### src/soc_bus_defines.svh
`ifndef SOC_BUS_DEFINES_SVH
`define SOC_BUS_DEFINES_SVH

// data and address width of the core port and the AHB bus
`define XLEN 32

// tightly-coupled RAM size in words, 4 KiB with 32-bit words
`define TCM_WORDS 1024

// local TCM region starts here and spans TCM_WORDS words
`define TCM_BASE 32'h0000_0000

// AHB region runs from here to the top of the address space
`define AHB_BASE 32'h8000_0000

`endif

### src/soc_bus_pkg.sv
`default_nettype none

`include "soc_bus_defines.svh"

package soc_bus_pkg;

  // single-word request from the core, held until ready
  typedef struct packed {
    logic               valid;
    logic               instr;
    logic [`XLEN-1:0]   addr;
    logic [`XLEN-1:0]   wdata;
    logic [`XLEN/8-1:0] wstrb;
  } mem_req_t;

  typedef struct packed {
    logic             ready;
    logic             err;
    logic [`XLEN-1:0] rdata;
  } mem_rsp_t;

  // burst, size and lock are constant inside the bridge
  typedef struct packed {
    logic [`XLEN-1:0] haddr;
    logic [1:0]       htrans;
    logic             hwrite;
    logic [3:0]       hprot;
    logic [`XLEN-1:0] hwdata;
  } ahb_cmd_t;

  typedef enum logic [0:0] {
    st_idle,
    st_active
  } ahb_state_e;

  typedef enum logic [1:0] {
    tgt_none,
    tgt_tcm,
    tgt_ahb,
    tgt_err
  } mem_target_e;

endpackage

`default_nettype wire

### src/ahb_master.sv
`timescale 1ns/1ps
`default_nettype none

`include "soc_bus_defines.svh"

module ahb_master import soc_bus_pkg::*; (
  input  logic             clk,
  input  logic             rst,
  input  mem_req_t         req,
  output mem_rsp_t         rsp,
  output ahb_cmd_t         ahb,
  output logic [2:0]       hburst,
  output logic [2:0]       hsize,
  output logic             hmastlock,
  input  logic [`XLEN-1:0] hrdata,
  input  logic             hready,
  input  logic             hresp
);

  localparam logic [1:0] htrans_idle   = 2'b00;
  localparam logic [1:0] htrans_nonseq = 2'b10;

  ahb_state_e state;
  ahb_state_e state_n;
  ahb_cmd_t   cmd_d;
  ahb_cmd_t   cmd_q;

  // address phase built straight from the core request
  always_comb begin
    cmd_d.haddr  = req.addr;
    cmd_d.htrans = req.valid ? htrans_nonseq : htrans_idle;
    cmd_d.hwrite = req.valid & (|req.wstrb);
    // hprot bit 0 set means data access, clear means opcode fetch
    cmd_d.hprot  = {3'b000, ~req.instr};
    cmd_d.hwdata = req.wdata;
  end

  always_comb begin
    state_n = state;
    case (state)
      st_idle: begin
        if (req.valid) begin
          state_n = st_active;
        end
      end
      st_active: begin
        if (hready) begin
          state_n = st_idle;
        end
      end
      default: begin
        state_n = st_idle;
      end
    endcase
  end

  always_ff @(posedge clk) begin
    if (!rst) begin
      state <= st_idle;
    end else begin
      state <= state_n;
    end
  end

  // command captured when the address phase is issued
  always_ff @(posedge clk) begin
    if (state == st_idle && req.valid) begin
      cmd_q <= cmd_d;
    end
  end

  always_comb begin
    if (state == st_idle) begin
      ahb        = cmd_d;
      ahb.hwdata = cmd_q.hwdata;
    end else begin
      // data phase only, no second address phase goes out
      ahb        = cmd_q;
      ahb.htrans = htrans_idle;
    end
  end

  assign hburst    = 3'b000;
  assign hsize     = 3'b010;
  assign hmastlock = 1'b0;

  assign rsp.ready = (state == st_active) & hready;
  assign rsp.err   = (state == st_active) & hready & hresp;
  assign rsp.rdata = hrdata;

endmodule

`default_nettype wire

### config.mk
export PLATFORM = sky130hd
export DESIGN_NAME = ahb_master
export DESIGN_NICKNAME = d
export VERILOG_FILES = /design/src/soc_bus_pkg.sv /design/src/ahb_master.sv
export VERILOG_INCLUDE_DIRS = /design/src
export SDC_FILE = /design/constraint.sdc
export NUM_CORES = 1
export LEC_CHECK = 0
export ABC_CLOCK_PERIOD_IN_PS = 4500
export BUFFER_PORTS_ARGS = -buffer_cell sky130_fd_sc_hd__buf_2
export CORE_ASPECT_RATIO = 1.75
export CORE_MARGIN = 2
export CORE_UTILIZATION = 41
export DETAILED_ROUTE_END_ITERATION = 16
export GPL_ROUTABILITY_DRIVEN = 0
export PLACE_DENSITY = 0.81
export SKIP_LAST_GASP = 1
export SLEW_MARGIN = 10
export SYNTH_ARGS = -nofsm -noshare
export SYNTH_HDL_FRONTEND = slang
export SYNTH_SLANG_ARGS = --single-unit
### constraint.sdc
create_clock -name clk -period 4.5 [get_ports clk]
set_input_delay 0.225 -clock clk [delete_from_list [all_inputs] [get_ports clk]]
set_output_delay 0.225 -clock clk [all_outputs]
set_load 0.02 [all_outputs]
==> results.ini <==
[outcome]
status=completed

[clock_network]
clkSinkCount=67
clk-insertion-delay-late_ps=320
cts_buffers=9
clockBufferDepth=2
cts_tree=done
cts.clk_slew.worst_paths_ps=50
clockRootBuffer=clkbuf_16
ctsHoldBuffers=0
htreeDepth=3
postCtsSetupBuffers=0
ctsResizeCount=0

[floorplanning]
io_pins=218
chipWidth_um=68.9
core_um2=7180
num_rows=41
start_util_pct=42.1
die_y_um=118
dieArea_um2=8100

[yosys]
yosys-top-cells-count=77 x buf_4, 66 x edfxtp_1, 33 x mux2_2
yosys.area.top_type_share_pct=65.6
yosysUniqueCellTypes=14
synth_area_leaders=edfxtp_1 66%, buf_4 19%, mux2_2 12%
netlist_instances=190
yosysSeqAreaShare_pct=66.3
yosys.area.top_type=edfxtp_1
avgSynthCellArea_um2=15.9
synth_warnings=0
synthFlopType=edfxtp_1
synth_edf_count=66
ys_ff_latch=67
synthArstFlopShare_pct=0
yosysMostFrequentCell=buf_4
syn_area_um2=3020

[sta]
fmax_mhz=459
grt_setup_unrepaired=false
tightest_slew_ps=788
fin_crit_ps=2180
slew_violations=0
setup_viol=0
timing.final.hold_violations=0
fin_setup_tns_ps=0
finalCritPeriodShare_pct=48.4
slew_headroom_pct=47.4
skew_ps=4.79
timing.hold.ws_ps=72.0

[layout]
fill_cells=612
final_util_pct=49.5
syn_to_final_growth_pct=17.8
drive_gt1_share_pct=67.7
antenna_cells=0
final_nets=381

[critical_path]
critPathKind=flop to flop
crit_path_start_kind=flop
cp-end-kind=flop
cp.required_ps=4460
crit_arrival_ps=2140
crit_fanout=39

[min_path]
hold_path_class=input pin to flop

[grt]
antenna_found_initial=1
grt_max_degree=40
grt_pass1_wl_mm=8.34
groute.usage.overall_pct=14.9
gr-total-overflow=0
grt_pass1_vias=1700

[drt]
wl_per_cell_um=16.4
vias=1685
wirelength_mm=6.00
ant_nets=0
drt_iter0_markers=94
drtPass1Iterations=4
viasPerCell=4.62
drc=0

[power]
p_sw_mw=0.366
seqPwrFrac_pct=48.1
switching_share_pct=23.7
p_clk_share_pct=38.1
power_frac_comb_pct=13.8
vdd_drop_max_mv=0.256
power_density_nw_per_um2=434
finalPower_mw=1.54
p_int_mw=1.18
power_leakage_nw=1.53

[place]
dpl.hpwl_mm=4.60
io_buffers=142

[job]
maxCapViolCount=0

power groups by stage:
stage               combinational, mW  sequential [mW]  clock, mW
finish                          0.213            0.742      0.588
global route                    0.229            0.745      0.623
CTS                             0.216            0.743      0.601
detailed placement              0.216            0.754          0
global placement                0.212            0.753          0
floorplan                       0.199            0.755          0
layout make-up:
class | instances | area (um2) | area share, %
clock buffer | 10 | 229 | 6.44
sequential | 67 | 2000 | 56.3
multi-input combinational | 52 | 468 | 13.2
timing repair buffer | 144 | 726 | 20.4
clock inverter | 5 | 21.3 | 0.598
tap | 86 | 108 | 3.02
inverter | 1 | 3.75 | 0.106
worst paths after layout:
path	start	to	slack, ps	cells after the start
worst min register to register	state	state	850	3
worst max register to register	state	cmd_q[68]	2320	3
worst min-delay path	req[10]	cmd_q[6]	70	1
worst max-delay path	state	cmd_q[68]	2320	3
cells in the final DEF, fill, tap and decap left out, drive strengths merged:
| cell | synthesis | routed |
|---|---|---|
| buf | 79 | 144 |
| edfxtp | 66 | 66 |
| mux2 | 33 | 33 |
| conb | 2 | 11 |
| clkbuf | 0 | 10 |
| clkinv | 0 | 5 |
| o21ai | 2 | 2 |
| nor2b | 1 | 1 |
| o41a | 1 | 1 |
| inv | 1 | 1 |
| nand2 | 1 | 1 |
| and2 | 1 | 1 |
| and3 | 1 | 1 |
| nor2 | 1 | 1 |
| dfxtp | 1 | 1 |
logic make-up after synthesis:
family          after synthesis  share of synthesized area (%)
compound gates                3                          0.704
flops                        67                           66.3
mux                          33                           12.3
simple gates                  5                          0.870
buf+inv                      80                           19.6
other cells                   2                          0.249
per-stage QoR:
stage | worst slack, ps | cell area, um2 | instances
2_1_floorplan | 160 | 3050 | 199
3_3_place_gp | 2330 | 3310 | 350
3_5_place_dp | 2290 | 3310 | 350
4_1_cts | 2270 | 3560 | 365
5_1_grt | 2170 | 3560 | 365
6_report | 2320 | 3560 | 365
sequential cells by signal (all words and copies together), names as in the netlist:
register	count
state	1
cmd_q	66
routing by layer:
layer	part of all wire, %	up-vias	global-route usage [%]	routed length [um]
met3	14	39	8.60	842
met5	0	-	0	0
met2	51	112	24.3	3090
met4	5.5	0	11.2	329
met1	29	774	12.2	1740
li1	-	760	-	-
critical path, cell delays in order, from the launching register on:
cell,delay (ps)
dfxtp_1,290
buf_4,270
nor2b_4,680
buf_4,540
Note: power is estimated with default switching activity, not from simulation.
