### src/soc_bus_defines.svh
`ifndef SOC_BUS_DEFINES_SVH
`define SOC_BUS_DEFINES_SVH

// data and address width of the core port and the AHB bus
`define XLEN 32

// tightly-coupled RAM size in words, 4 KiB with 32-bit words
`define TCM_WORDS 1024

// local TCM region starts here and spans TCM_WORDS words
`define TCM_BASE 32'h0000_0000

// AHB region runs from here to the top of the address space
`define AHB_BASE 32'h8000_0000

`endif

### src/soc_bus_pkg.sv
`default_nettype none

`include "soc_bus_defines.svh"

package soc_bus_pkg;

  // single-word request from the core, held until ready
  typedef struct packed {
    logic               valid;
    logic               instr;
    logic [`XLEN-1:0]   addr;
    logic [`XLEN-1:0]   wdata;
    logic [`XLEN/8-1:0] wstrb;
  } mem_req_t;

  typedef struct packed {
    logic             ready;
    logic             err;
    logic [`XLEN-1:0] rdata;
  } mem_rsp_t;

  // burst, size and lock are constant inside the bridge
  typedef struct packed {
    logic [`XLEN-1:0] haddr;
    logic [1:0]       htrans;
    logic             hwrite;
    logic [3:0]       hprot;
    logic [`XLEN-1:0] hwdata;
  } ahb_cmd_t;

  typedef enum logic [0:0] {
    st_idle,
    st_active
  } ahb_state_e;

  typedef enum logic [1:0] {
    tgt_none,
    tgt_tcm,
    tgt_ahb,
    tgt_err
  } mem_target_e;

endpackage

`default_nettype wire

### src/mem_router.sv
`timescale 1ns/1ps
`default_nettype none

`include "soc_bus_defines.svh"

module mem_router import soc_bus_pkg::*; (
  input  logic     clk,
  input  logic     rst,
  input  mem_req_t req,
  output mem_rsp_t rsp,
  output mem_req_t tcm_req,
  input  mem_rsp_t tcm_rsp,
  output mem_req_t ahb_req,
  input  mem_rsp_t ahb_rsp
);

  localparam logic [`XLEN-1:0] tcm_bytes = `XLEN'(`TCM_WORDS * (`XLEN / 8));

  mem_target_e cur;
  mem_target_e decode;
  logic        in_tcm;
  logic        in_ahb;
  logic        free;

  // offset compare keeps the check valid for any TCM base
  assign in_tcm = (req.addr - `TCM_BASE) < tcm_bytes;
  assign in_ahb = req.addr >= `AHB_BASE;

  always_comb begin
    if (in_tcm) begin
      decode = tgt_tcm;
    end else if (in_ahb) begin
      decode = tgt_ahb;
    end else begin
      decode = tgt_err;
    end
  end

  assign free = (cur == tgt_none);

  always_comb begin
    tcm_req       = req;
    tcm_req.valid = req.valid && free && (decode == tgt_tcm);
    ahb_req       = req;
    ahb_req.valid = req.valid && free && (decode == tgt_ahb);
  end

  // target is held from acceptance until its reply goes back
  always_ff @(posedge clk) begin
    if (!rst) begin
      cur <= tgt_none;
    end else if (free && req.valid) begin
      cur <= decode;
    end else if (rsp.ready) begin
      cur <= tgt_none;
    end
  end

  always_comb begin
    case (cur)
      tgt_tcm: rsp = tcm_rsp;
      tgt_ahb: rsp = ahb_rsp;
      tgt_err: begin
        rsp.ready = 1'b1;
        rsp.err   = 1'b1;
        rsp.rdata = '0;
      end
      default: rsp = '0;
    endcase
  end

endmodule

`default_nettype wire

### config.mk
export PLATFORM = sky130hd
export DESIGN_NAME = mem_router
export DESIGN_NICKNAME = d
export VERILOG_FILES = /design/src/soc_bus_pkg.sv /design/src/mem_router.sv
export VERILOG_INCLUDE_DIRS = /design/src
export SDC_FILE = /design/constraint.sdc
export NUM_CORES = 1
export LEC_CHECK = 0
export BUFFER_PORTS_ARGS = -buffer_cell sky130_fd_sc_hd__buf_2
export CAP_MARGIN = 10
export CORE_AREA = 2 2 123 125
export CTS_CLUSTER_DIAMETER = 100
export CTS_CLUSTER_SIZE = 14
export DETAILED_ROUTE_END_ITERATION = 8
export DIE_AREA = 0 0 125 127
export PLACE_DENSITY = 0.53
export REMOVE_ABC_BUFFERS = 1
export SKIP_CTS_REPAIR_TIMING = 1
export SLEW_MARGIN = 10
export SYNTH_ARGS = -nofsm -noshare
export SYNTH_HDL_FRONTEND = slang
export SYNTH_SLANG_ARGS = --single-unit
export TNS_END_PERCENT = 5
### constraint.sdc
create_clock -name clk -period 1.7 [get_ports clk]
set_input_delay 0.51 -clock clk [delete_from_list [all_inputs] [get_ports clk]]
set_output_delay 0.51 -clock clk [all_outputs]
set_load 0.02 [all_outputs]
==> results.md, run 1 <==
- Delay of the slowest critical-path stage: 260 ps
- Initial Util: 0.112
- Fillers: 1665
- Worst-Skew Late Latency: 220 ps
- Rows: 44
- Final setup viols: 34
- Min Hold Slack: 532 ps
- H-tree levels: 1
- Period utilization: 1.09
- Combinational Power Share: 0.622
- Largest register FFs: 2
- Global route overflow: 0
- Crit Path Class: in -> out
- Critical-path top delay cell: nor4_2
- Antenna violations before repair: 0
- Die ar.: 15900 um^2
- Failing checks: negative setup slack
- DRC viols: 0
- Global-route wire length before repair: 12.5 mm
- Sequential fraction of the synthesis area: 0.0247
- RSZ-0062 raised after global routing: yes
- Proportion of layout cells with a drive suffix above 1: 0.909
- Cells after synthesis: 208
- Vias in the first global route: 1523
- Crit path DAT: 1350 ps
- Internal power: 0.677 mW
- Outcome: finished, violations left
- Die H: 127 um
- Post-layout util: 0.150
- Part of the power in registers: 0.052
- CTS clk-pin slew, worst paths: 30 ps
- Core area: 14400 um^2
- Yosys warns: 0
- Crit. End Element: output port
- Final Net Count: 396
- Leak Pwr: 1.11 nW
- Peak supply drop: 0.322 mV
- CP Launch Type: input port
- Min-delay worst type: in -> reg
- CTS Buf Count: 3
- Routed wire length: 10.6 mm
- Power share of the clock group: 0.326
- 1st-iter DRT viols: 60
- Switching Fraction: 0.363
- Via count: 1673
- Worst slack, placed: -241 ps
- P&R area growth vs syn: 33.3%
- Vias per cell: 3.82
- Root Driver: clkbuf_16
- Regs by FF count: cur x2
- Fin area: 2160 um^2
- Peak Freq: 539 MHz
- Clock Path Buffers: 2
- Final worst slack: -155 ps
- Routability cong.: 0.773
- Biggest register: cur
- Commonest non-fill, non-tap cells in the layout: buf_2, buf_4, a22o_2
- Minimum clock period: 1860 ps
- Clock Skew: 0.440 ps
- CTS tree: done
- Sink Count: 2
- Least-Margin Pin Slew: 224 ps
- WL per Instance: 24.2 um
- Count of cell types in the netlist: 19
- Chip width: 125 um
- Max-slew headroom: 0.849
- # IOs: 314
- Synth Cell Area: 1620 um^2
- Critical-path cell list: buf_2, nor4_2, nand2_1, nor3_2, buf_4
- Final hold vios: 0
- Largest net degree at the start of global routing: 33
- Pins Over Slew Limit: 0
- # port buffers: 166
- Syn avg cell area: 7.80 um^2
- Detail Route Antenna Nets: 0
- Setup TNS: -4400 ps
- Post-Layout Cell Count: 438
- Placed instance area: 1730 um^2
- Placed insts: 429
- Total Power: 1.06 mW
- Critical Path Fanout Max: 3
- Most common cell after layout, fill and taps aside: buf_2
- Sw power: 0.386 mW
- Worst Path Required: 1190 ps
- Antenna cells: 0
- Total iterations of the first detailed-routing run: 4
- R2R setup slack: 590 ps
- Dpl hpwl: 8.01 mm
- Synth Register Bits: 2
- Total GRT Usage: 0.111
- Max-Cap Viols: 0
- Pwr per Cell Area: 492 nW/um^2
-- logic make-up after synthesis --
logic type / after synthesis / synth area share
simple gates: 21 / 0.0702
compound gates: 37 / 0.212
buf+inv: 148 / 0.693
flops: 2 / 0.0247
-- Yosys cell counts --
library cell | instances | area share
buf_4 | 141 | 0.65
a22o_2 | 24 | 0.15
a22o_1 | 8 | 0.043
nor2_1 | 7 | 0.016
buf_6 | 5 | 0.035
nor4_1 | 5 | 0.019
a21oi_1 | 3 | 0.0093
nor2b_1 | 3 | 0.012
dfxtp_1 | 2 | 0.025
buf_2 | 1 | 0.0031
inv_1 | 1 | 0.0023
nand2_1 | 1 | 0.0023
nand3_1 | 1 | 0.0031
nor3_1 | 1 | 0.0031
nor3b_1 | 1 | 0.0046
o21ai_2 | 1 | 0.0054
o311a_1 | 1 | 0.0062
or2b_1 | 1 | 0.0046
or3b_1 | 1 | 0.0054
-- worst max-delay path, delay by kind of cell --
family / cells / cell delay [ps]
AND/OR/NAND/NOR: 3 / 550
buffers and inverters: 2 / 270
-- worst paths after layout --
path / from / endpoint / cells past startpoint
max: req[66] / tcm_req[69] / 5
min: rst / cur[1]$_SDFFE_PN0P_ / 2
max reg2reg: cur[1]$_SDFFE_PN0P_ / cur[1]$_SDFFE_PN0P_ / 4
min reg2reg: cur[1]$_SDFFE_PN0P_ / cur[0]$_SDFFE_PN0P_ / 2
-- power groups by stage --
stage	clock [mW]	sequential, mW	combinational [mW]
after floorplan	0	0.0557	0.194
final	0.347	0.0551	0.661
after global routing	0.362	0.0558	0.702
after global placement	0	0.0543	0.547
after CTS	0.355	0.0542	0.547
after detailed placement	0	0.0547	0.545
-- per-layer routing --
metal / global-route usage / wire length (um)
met5: 0.0960 / 87
met1: 0.131 / 4150
met4: 0.0190 / 57
met2: 0.130 / 3950
met3: 0.116 / 2350
-- area by class of cell --
type                       count  area (um^2)  share of cell area
inverter                       1         3.75             0.00174
clock buffer                   3         75.1              0.0347
multi-input combinational     58          553               0.256
tap                          184          230               0.107
sequential                     2         47.5              0.0220
timing repair buffer         190         1250               0.579
Power figures use the tool's default switching activity.
==> run 2: changes to the inputs <==
--- a/config.mk
+++ b/config.mk
@@ -8,11 +8,11 @@
 export LEC_CHECK = 0
 export BUFFER_PORTS_ARGS = -buffer_cell sky130_fd_sc_hd__buf_2
 export CAP_MARGIN = 10
-export CORE_AREA = 2 2 123 125
+export CORE_AREA = 2 2 122 124
 export CTS_CLUSTER_DIAMETER = 100
 export CTS_CLUSTER_SIZE = 14
 export DETAILED_ROUTE_END_ITERATION = 8
-export DIE_AREA = 0 0 125 127
+export DIE_AREA = 0 0 124 126
 export PLACE_DENSITY = 0.53
 export REMOVE_ABC_BUFFERS = 1
 export SKIP_CTS_REPAIR_TIMING = 1
==> constraint.sdc (replaced) <==
create_clock -name clk -period 2.4 [get_ports clk]
set_input_delay 0.72 -clock clk [delete_from_list [all_inputs] [get_ports clk]]
set_output_delay 0.72 -clock clk [all_outputs]
set_load 0.02 [all_outputs]
==> run 2 against run 1 <==
Against the previous run: the run now ends clean; first-iteration DRC count down 6.7%; worst setup slack better by 210 ps; flip-flop and latch count unchanged; global-route usage up 3.9 points; register-to-register slack better by 630 ps; critical path depth unchanged; critical path type unchanged; final area down 18%; clock-buffer cell count unchanged; critical endpoint unchanged; sequential power down 23%; clock power down 29%.
==> results.md, run 2 (synthesized netlist as in run 1, its figures left out) <==
- Dpl hpwl: 11.5 mm (+43%)
- Least-Margin Pin Slew: 323 ps (+98.6 ps)
- # IOs: 314 (unchanged)
- Worst r2r path cells: 3 (-1)
- Largest register FFs: 2 (unchanged)
- Chip width: 124 um (-0.80%)
- Regs by FF count: cur x2
- Internal power: 0.411 mW (-39%)
- Via count: 1623 (-3.0%)
- Detail Route Antenna Nets: 0 (unchanged)
- CP Launch Type: input port
- Initial Util: 0.113 (+0.000865)
- Final hold vios: 0 (unchanged)
- Clock Path Buffers: 2 (unchanged)
- Minimum clock period: 2350 ps
- Commonest non-fill, non-tap cells in the layout: buf_2, a22o_2, a22o_1
- Period utilization: 0.979
- Switching Fraction: 0.383 (+0.0199)
- Power share of the clock group: 0.370 (+0.044)
- Biggest register: cur
- Total GRT Usage: 0.151 (+0.0394)
- Sink Count: 2 (unchanged)
- P&R area growth vs syn: 8.64%
- Most common cell after layout, fill and taps aside: buf_2
- RSZ-0062 raised after global routing: yes
- Worst Path Required: 1680 ps (+490 ps)
- Global route overflow: 0 (unchanged)
- Die ar.: 15600 um^2 (-1.6%)
- Routed wire length: 12.8 mm (+21%)
- Root Driver: clkbuf_16
- Setup TNS: 0 ps (+4400 ps)
- Critical Path Fanout Max: 2 (-1)
- Hold path cells: 1 (-1)
- 1st-iter DRT viols: 56 (-6.7%)
- Critical-path top delay cell: nor4_2
- Kind of cell adding the most delay to the critical path: simple AND/OR/NAND/NOR gates
- Antenna violations before repair: 9 (+9)
- Final Net Count: 378 (-4.5%)
- Crit path depth: 5 (unchanged)
- Min-delay worst type: reg -> reg
- Die H: 126 um (-0.79%)
- Largest net degree at the start of global routing: 33 (unchanged)
- Rows: 44 (unchanged)
- Total iterations of the first detailed-routing run: 4 (unchanged)
- DRC viols: 0 (unchanged)
- Proportion of layout cells with a drive suffix above 1: 0.877 (-0.0323)
- CTS clk-pin slew, worst paths: 30 ps (about the same)
- # port buffers: 166 (unchanged)
- Global-route wire length before repair: 15.1 mm (+21%)
- Final worst slack: 51.0 ps (+206 ps)
- Sw power: 0.255 mW (-34%)
- Peak Freq: 426 MHz
- Clock Skew: 0.658 ps (+0.218 ps)
- Crit Path Class: in -> out
- Vias per cell: 3.85 (+0.69%)
- Worst-Skew Late Latency: 220 ps (about the same)
- Crit path buf inv count: 2 (unchanged)
- Delay of the slowest critical-path stage: 280 ps (+20 ps)
- Pwr per Cell Area: 378 nW/um^2 (-23%)
- Leak Pwr: 0.963 nW (-13%)
- Combinational Power Share: 0.565 (-0.057)
- Final setup viols: 0 (-100%)
- CTS Buf Count: 3 (unchanged)
- Core area: 14300 um^2 (-0.76%)
- Pins Over Slew Limit: 0 (unchanged)
- Crit. End Element: output port
- Max-Cap Viols: 0 (unchanged)
- CTS tree: done
- Crit path DAT: 1630 ps (+280 ps)
- H-tree levels: 1 (unchanged)
- Vias in the first global route: 1498 (-1.6%)
- Part of the power in registers: 0.064 (+0.012)
- WL per Instance: 30.4 um (+26%)
- Routability cong.: 0.915 (+18%)
- Outcome: finished clean
- Max-slew headroom: 0.784 (-0.0649)
- Peak supply drop: 0.266 mV (-17%)
- Critical-path cell list: buf_2, nor4_2, nand3_1, nor3_1, buf_2
- Post-layout util: 0.123 (-0.0267)
- Worst slack, placed: -97.5 ps (+144 ps)
- Most used cell, CP: buf_2
run 2: changes by cell type in the layout (fill, tap and decap cells not counted), moves of 2 or more:
| cell | previous run | this run |
|---|---|---|
| buf_2 | 136 | 166 |
| buf_4 | 28 | 4 |
| buf_6 | 20 | 0 |
| clkbuf_16 | 6 | 3 |
| dfxtp_4 | 2 | 0 |
| diode_2 | 0 | 2 |
| nor2b_2 | 0 | 2 |
| nor2b_4 | 2 | 0 |
run 2: per-layer routing:
metal / track usage / share of wire
met4: 0.0330 / 0.021
met3: 0.185 / 0.29
met1: 0.125 / 0.28
met5: 0.0954 / 0.017
met2: 0.220 / 0.40
run 2: power groups by stage:
stage	logic [mW]	registers (mW)	clock network, mW
after global routing	0.406	0.0441	0.259
final	0.376	0.0427	0.247
after floorplan	0.137	0.0395	0
after CTS	0.373	0.0427	0.252
after global placement	0.370	0.0432	0
after detailed placement	0.372	0.0430	0
run 2: area by class of cell:
class	instances	area, um^2
multi-input combinational	58	505
timing repair buffer	172	901
inverter	1	3.75
sequential	2	41.3
fill	1685	12600
clock buffer	3	75.1
antenna	2	5.00
tap	184	230
run 2: stage by stage:
step           area [um^2]  hold slack, ps  total power [mW]  cells
2_1_floorplan          502             522             0.177     61
3_3_place_gp          1630             689             0.413    416
3_5_place_dp          1630             676             0.415    416
4_1_cts               1710             691             0.668    419
5_1_grt               1760             608             0.709    421
6_report              1760             563             0.666    422
run 2: worst paths after layout:
| kind | from | to | slack (ps) |
|---|---|---|---|
| min | cur[1]$_SDFFE_PN0P_ | cur[0]$_SDFFE_PN0P_ | 560 |
| max reg2reg | cur[0]$_SDFFE_PN0P_ | cur[1]$_SDFFE_PN0P_ | 1220 |
| max | req[52] | tcm_req[69] | 50 |
| min reg2reg | cur[1]$_SDFFE_PN0P_ | cur[0]$_SDFFE_PN0P_ | 560 |
==> run 3: changes to the inputs <==
--- a/config.mk
+++ b/config.mk
@@ -8,11 +8,12 @@
 export LEC_CHECK = 0
 export BUFFER_PORTS_ARGS = -buffer_cell sky130_fd_sc_hd__buf_2
 export CAP_MARGIN = 10
-export CORE_AREA = 2 2 122 124
+export CORE_AREA = 2 2 123 125
 export CTS_CLUSTER_DIAMETER = 100
 export CTS_CLUSTER_SIZE = 14
 export DETAILED_ROUTE_END_ITERATION = 8
-export DIE_AREA = 0 0 124 126
+export DIE_AREA = 0 0 125 127
+export GPL_TIMING_DRIVEN = 0
 export PLACE_DENSITY = 0.53
 export REMOVE_ABC_BUFFERS = 1
 export SKIP_CTS_REPAIR_TIMING = 1
==> constraint.sdc (replaced) <==
create_clock -name clk -period 2.3 [get_ports clk]
set_input_delay 0.69 -clock clk [delete_from_list [all_inputs] [get_ports clk]]
set_output_delay 0.69 -clock clk [all_outputs]
set_load 0.02 [all_outputs]
==> run 3 against run 2 <==
Against the previous run: worst setup slack worse by 17 ps; first-iteration DRC count up 52%; flip-flop and latch count unchanged; cell count down 0.47%; total power up 6.1%; non-clock buffer count down 2; clock skew about the same; clock power up 4%; register-to-register slack worse by 90 ps; core utilization up 0.088 points; largest cell class unchanged.
==> results.md, run 3 (synthesized netlist as in run 1, its figures left out) <==
- RSZ-0062 raised after global routing: yes
- Pins Over Slew Limit: 0 (unchanged)
- Max-Cap Viols: 0 (unchanged)
- Minimum clock period: 2270 ps
- CTS Buf Count: 3 (unchanged)
- Crit. End Element: output port
- Crit Path Class: in -> out
- Routed wire length: 10.1 mm (-22%)
- Global-route wire length before repair: 12.2 mm (-19%)
- Root Driver: clkbuf_16
- Fillers: 1691 (+0.36%)
- Biggest register: cur
- Area of the multi-input gates: 526 um^2 (+4.0%)
- Reg area: 42.5 um^2 (+3.0%)
- DRC viols: 0 (unchanged)
- Final worst slack: 33.9 ps (-17.1 ps)
- Core area: 14400 um^2 (+0.77%)
- R2R setup slack: 1130 ps (-90 ps)
- Worst slack, placed: -74.0 ps (+23.5 ps)
- CTS clk-pin slew, worst paths: 30 ps (about the same)
- Total GRT Usage: 0.109 (-0.0419)
- CP Launch Type: input port
- Clock Skew: 1.00 ps (+0.343 ps)
- Via count: 1562 (-3.8%)
- Total iterations of the first detailed-routing run: 4 (unchanged)
- Critical Path Sink: tcm_req[69]
- Final hold vios: 0 (unchanged)
- Peak supply drop: 0.263 mV (-1.2%)
- RR Startpoint: cur[0]$_SDFFE_PN0P_
- Most common cell after layout, fill and taps aside: buf_2
- Vias per cell: 3.72 (-3.3%)
- Antenna violations before repair: 0 (-9)
- Worst Path Required: 1610 ps (-70 ps)
- Outcome: finished clean
- Critical Path Fanout Max: 3 (+1)
- Initial Util: 0.112 (-0.000865)
- Least-Margin Pin Slew: 286 ps (-36.7 ps)
- P&R area growth vs syn: 10.3%
- 1st-iter DRT viols: 85 (+52%)
- Sink Count: 2 (unchanged)
- Commonest non-fill, non-tap cells in the layout: buf_2, a22o_2, a22o_1
- Min-delay worst type: reg -> reg
- Rows: 44 (unchanged)
- Regs by FF count: cur x2
- Setup TNS: 0 ps (unchanged)
- Dpl hpwl: 7.91 mm (-31%)
- Routing usage on met1: 0.130 (+0.00487)
- Detail Route Antenna Nets: 0 (unchanged)
- Global route overflow: 0 (unchanged)
- Die ar.: 15900 um^2 (+1.6%)
- Routing usage on met3: 0.115 (-0.0696)
- Proportion of layout cells with a drive suffix above 1: 0.881 (+0.00424)
- Pwr per Cell Area: 395 nW/um^2 (+4.5%)
- CTS tree: done
- Chip width: 125 um (+0.81%)
- Vias in the first global route: 1383 (-7.7%)
- Final Net Count: 378 (unchanged)
- Largest register FFs: 2 (unchanged)
- Reg2reg end: cur[1]$_SDFFE_PN0P_
- Antenna cells: 0 (-2)
- Max-slew headroom: 0.809 (+0.0248)
- Clock Path Buffers: 2 (unchanged)
- # port buffers: 166 (unchanged)
- Die H: 127 um (+0.79%)
- # IOs: 314 (unchanged)
- Period utilization: 0.985
- H-tree levels: 1 (unchanged)
- Routability cong.: 0.786 (-14%)
- Gr busiest metal: met1
- WL per Instance: 24.0 um (-21%)
- Largest net degree at the start of global routing: 33 (unchanged)
- Leak Pwr: 0.972 nW (+0.90%)
- Peak Freq: 441 MHz
- Worst r2r path cells: 3 (unchanged)
- Crit path DAT: 1580 ps (-50 ps)
- CP Launch Point: req[52]
- Worst-Skew Late Latency: 220 ps (about the same)
- Final setup viols: 0 (unchanged)
- Met2 Track Usage GR: 0.129 (-0.0919)
-- run 3: power by group --
group	total [mW]	internal, mW	switching, mW
Combinational	0.400	0.180	0.220
Sequential	0.0481	0.0380	0.0101
Clock	0.258	0.221	0.0370
-- run 3: area by class of cell --
type,instances,area share
Clock buffer,3,0.0420
Inverter,1,0.00210
Multi-Input combinational cell,60,0.294
Sequential cell,2,0.0238
Tap cell,184,0.129
Timing Repair Buffer,170,0.509
-- run 3: stage by stage --
stage	std cells	hold slack [ps]	util	power (mW)	cell area, um^2
2_1_floorplan	61	522	-	0.184	502
3_3_place_gp	411	596	0.108	0.414	1560
3_5_place_dp	411	653	0.109	0.416	1580
4_1_cts	414	663	0.115	0.682	1650
5_1_grt	420	673	0.124	0.745	1790
6_report	420	630	0.124	0.706	1790
-- run 3: how the worst min path moves through the flow --
stage / start / end / slack [ps] / cells past startpoint
6_report: cur[1]$_SDFFE_PN0P_ / cur[0]$_SDFFE_PN0P_ / 630 / 1
4_1_cts: cur[1]$_SDFFE_PN0P_ / cur[0]$_SDFFE_PN0P_ / 660 / 1
3_5_place_dp: cur[1]$_SDFFE_PN0P_ / cur[0]$_SDFFE_PN0P_ / 650 / 1
5_1_grt: cur[1]$_SDFFE_PN0P_ / cur[0]$_SDFFE_PN0P_ / 670 / 1
3_3_place_gp: cur[1]$_SDFFE_PN0P_ / cur[0]$_SDFFE_PN0P_ / 600 / 1
2_1_floorplan: cur[1]$_SDFFE_PN0P_ / cur[0]$_SDFFE_PN0P_ / 520 / 1
-- run 3: per-layer routing --
| metal | share of wire | vias up |
|---|---|---|
| met5 | 0.0042 | - |
| met4 | 0 | 2 |
| met3 | 0.23 | 4 |
| met2 | 0.36 | 221 |
| met1 | 0.40 | 714 |
| li1 | - | 621 |
-- run 3: critical path, cell delays in order --
cell and delay (ps):
buf_2 120, nor4_1 260, nand3_1 130, nor3_1 180
buf_2 190
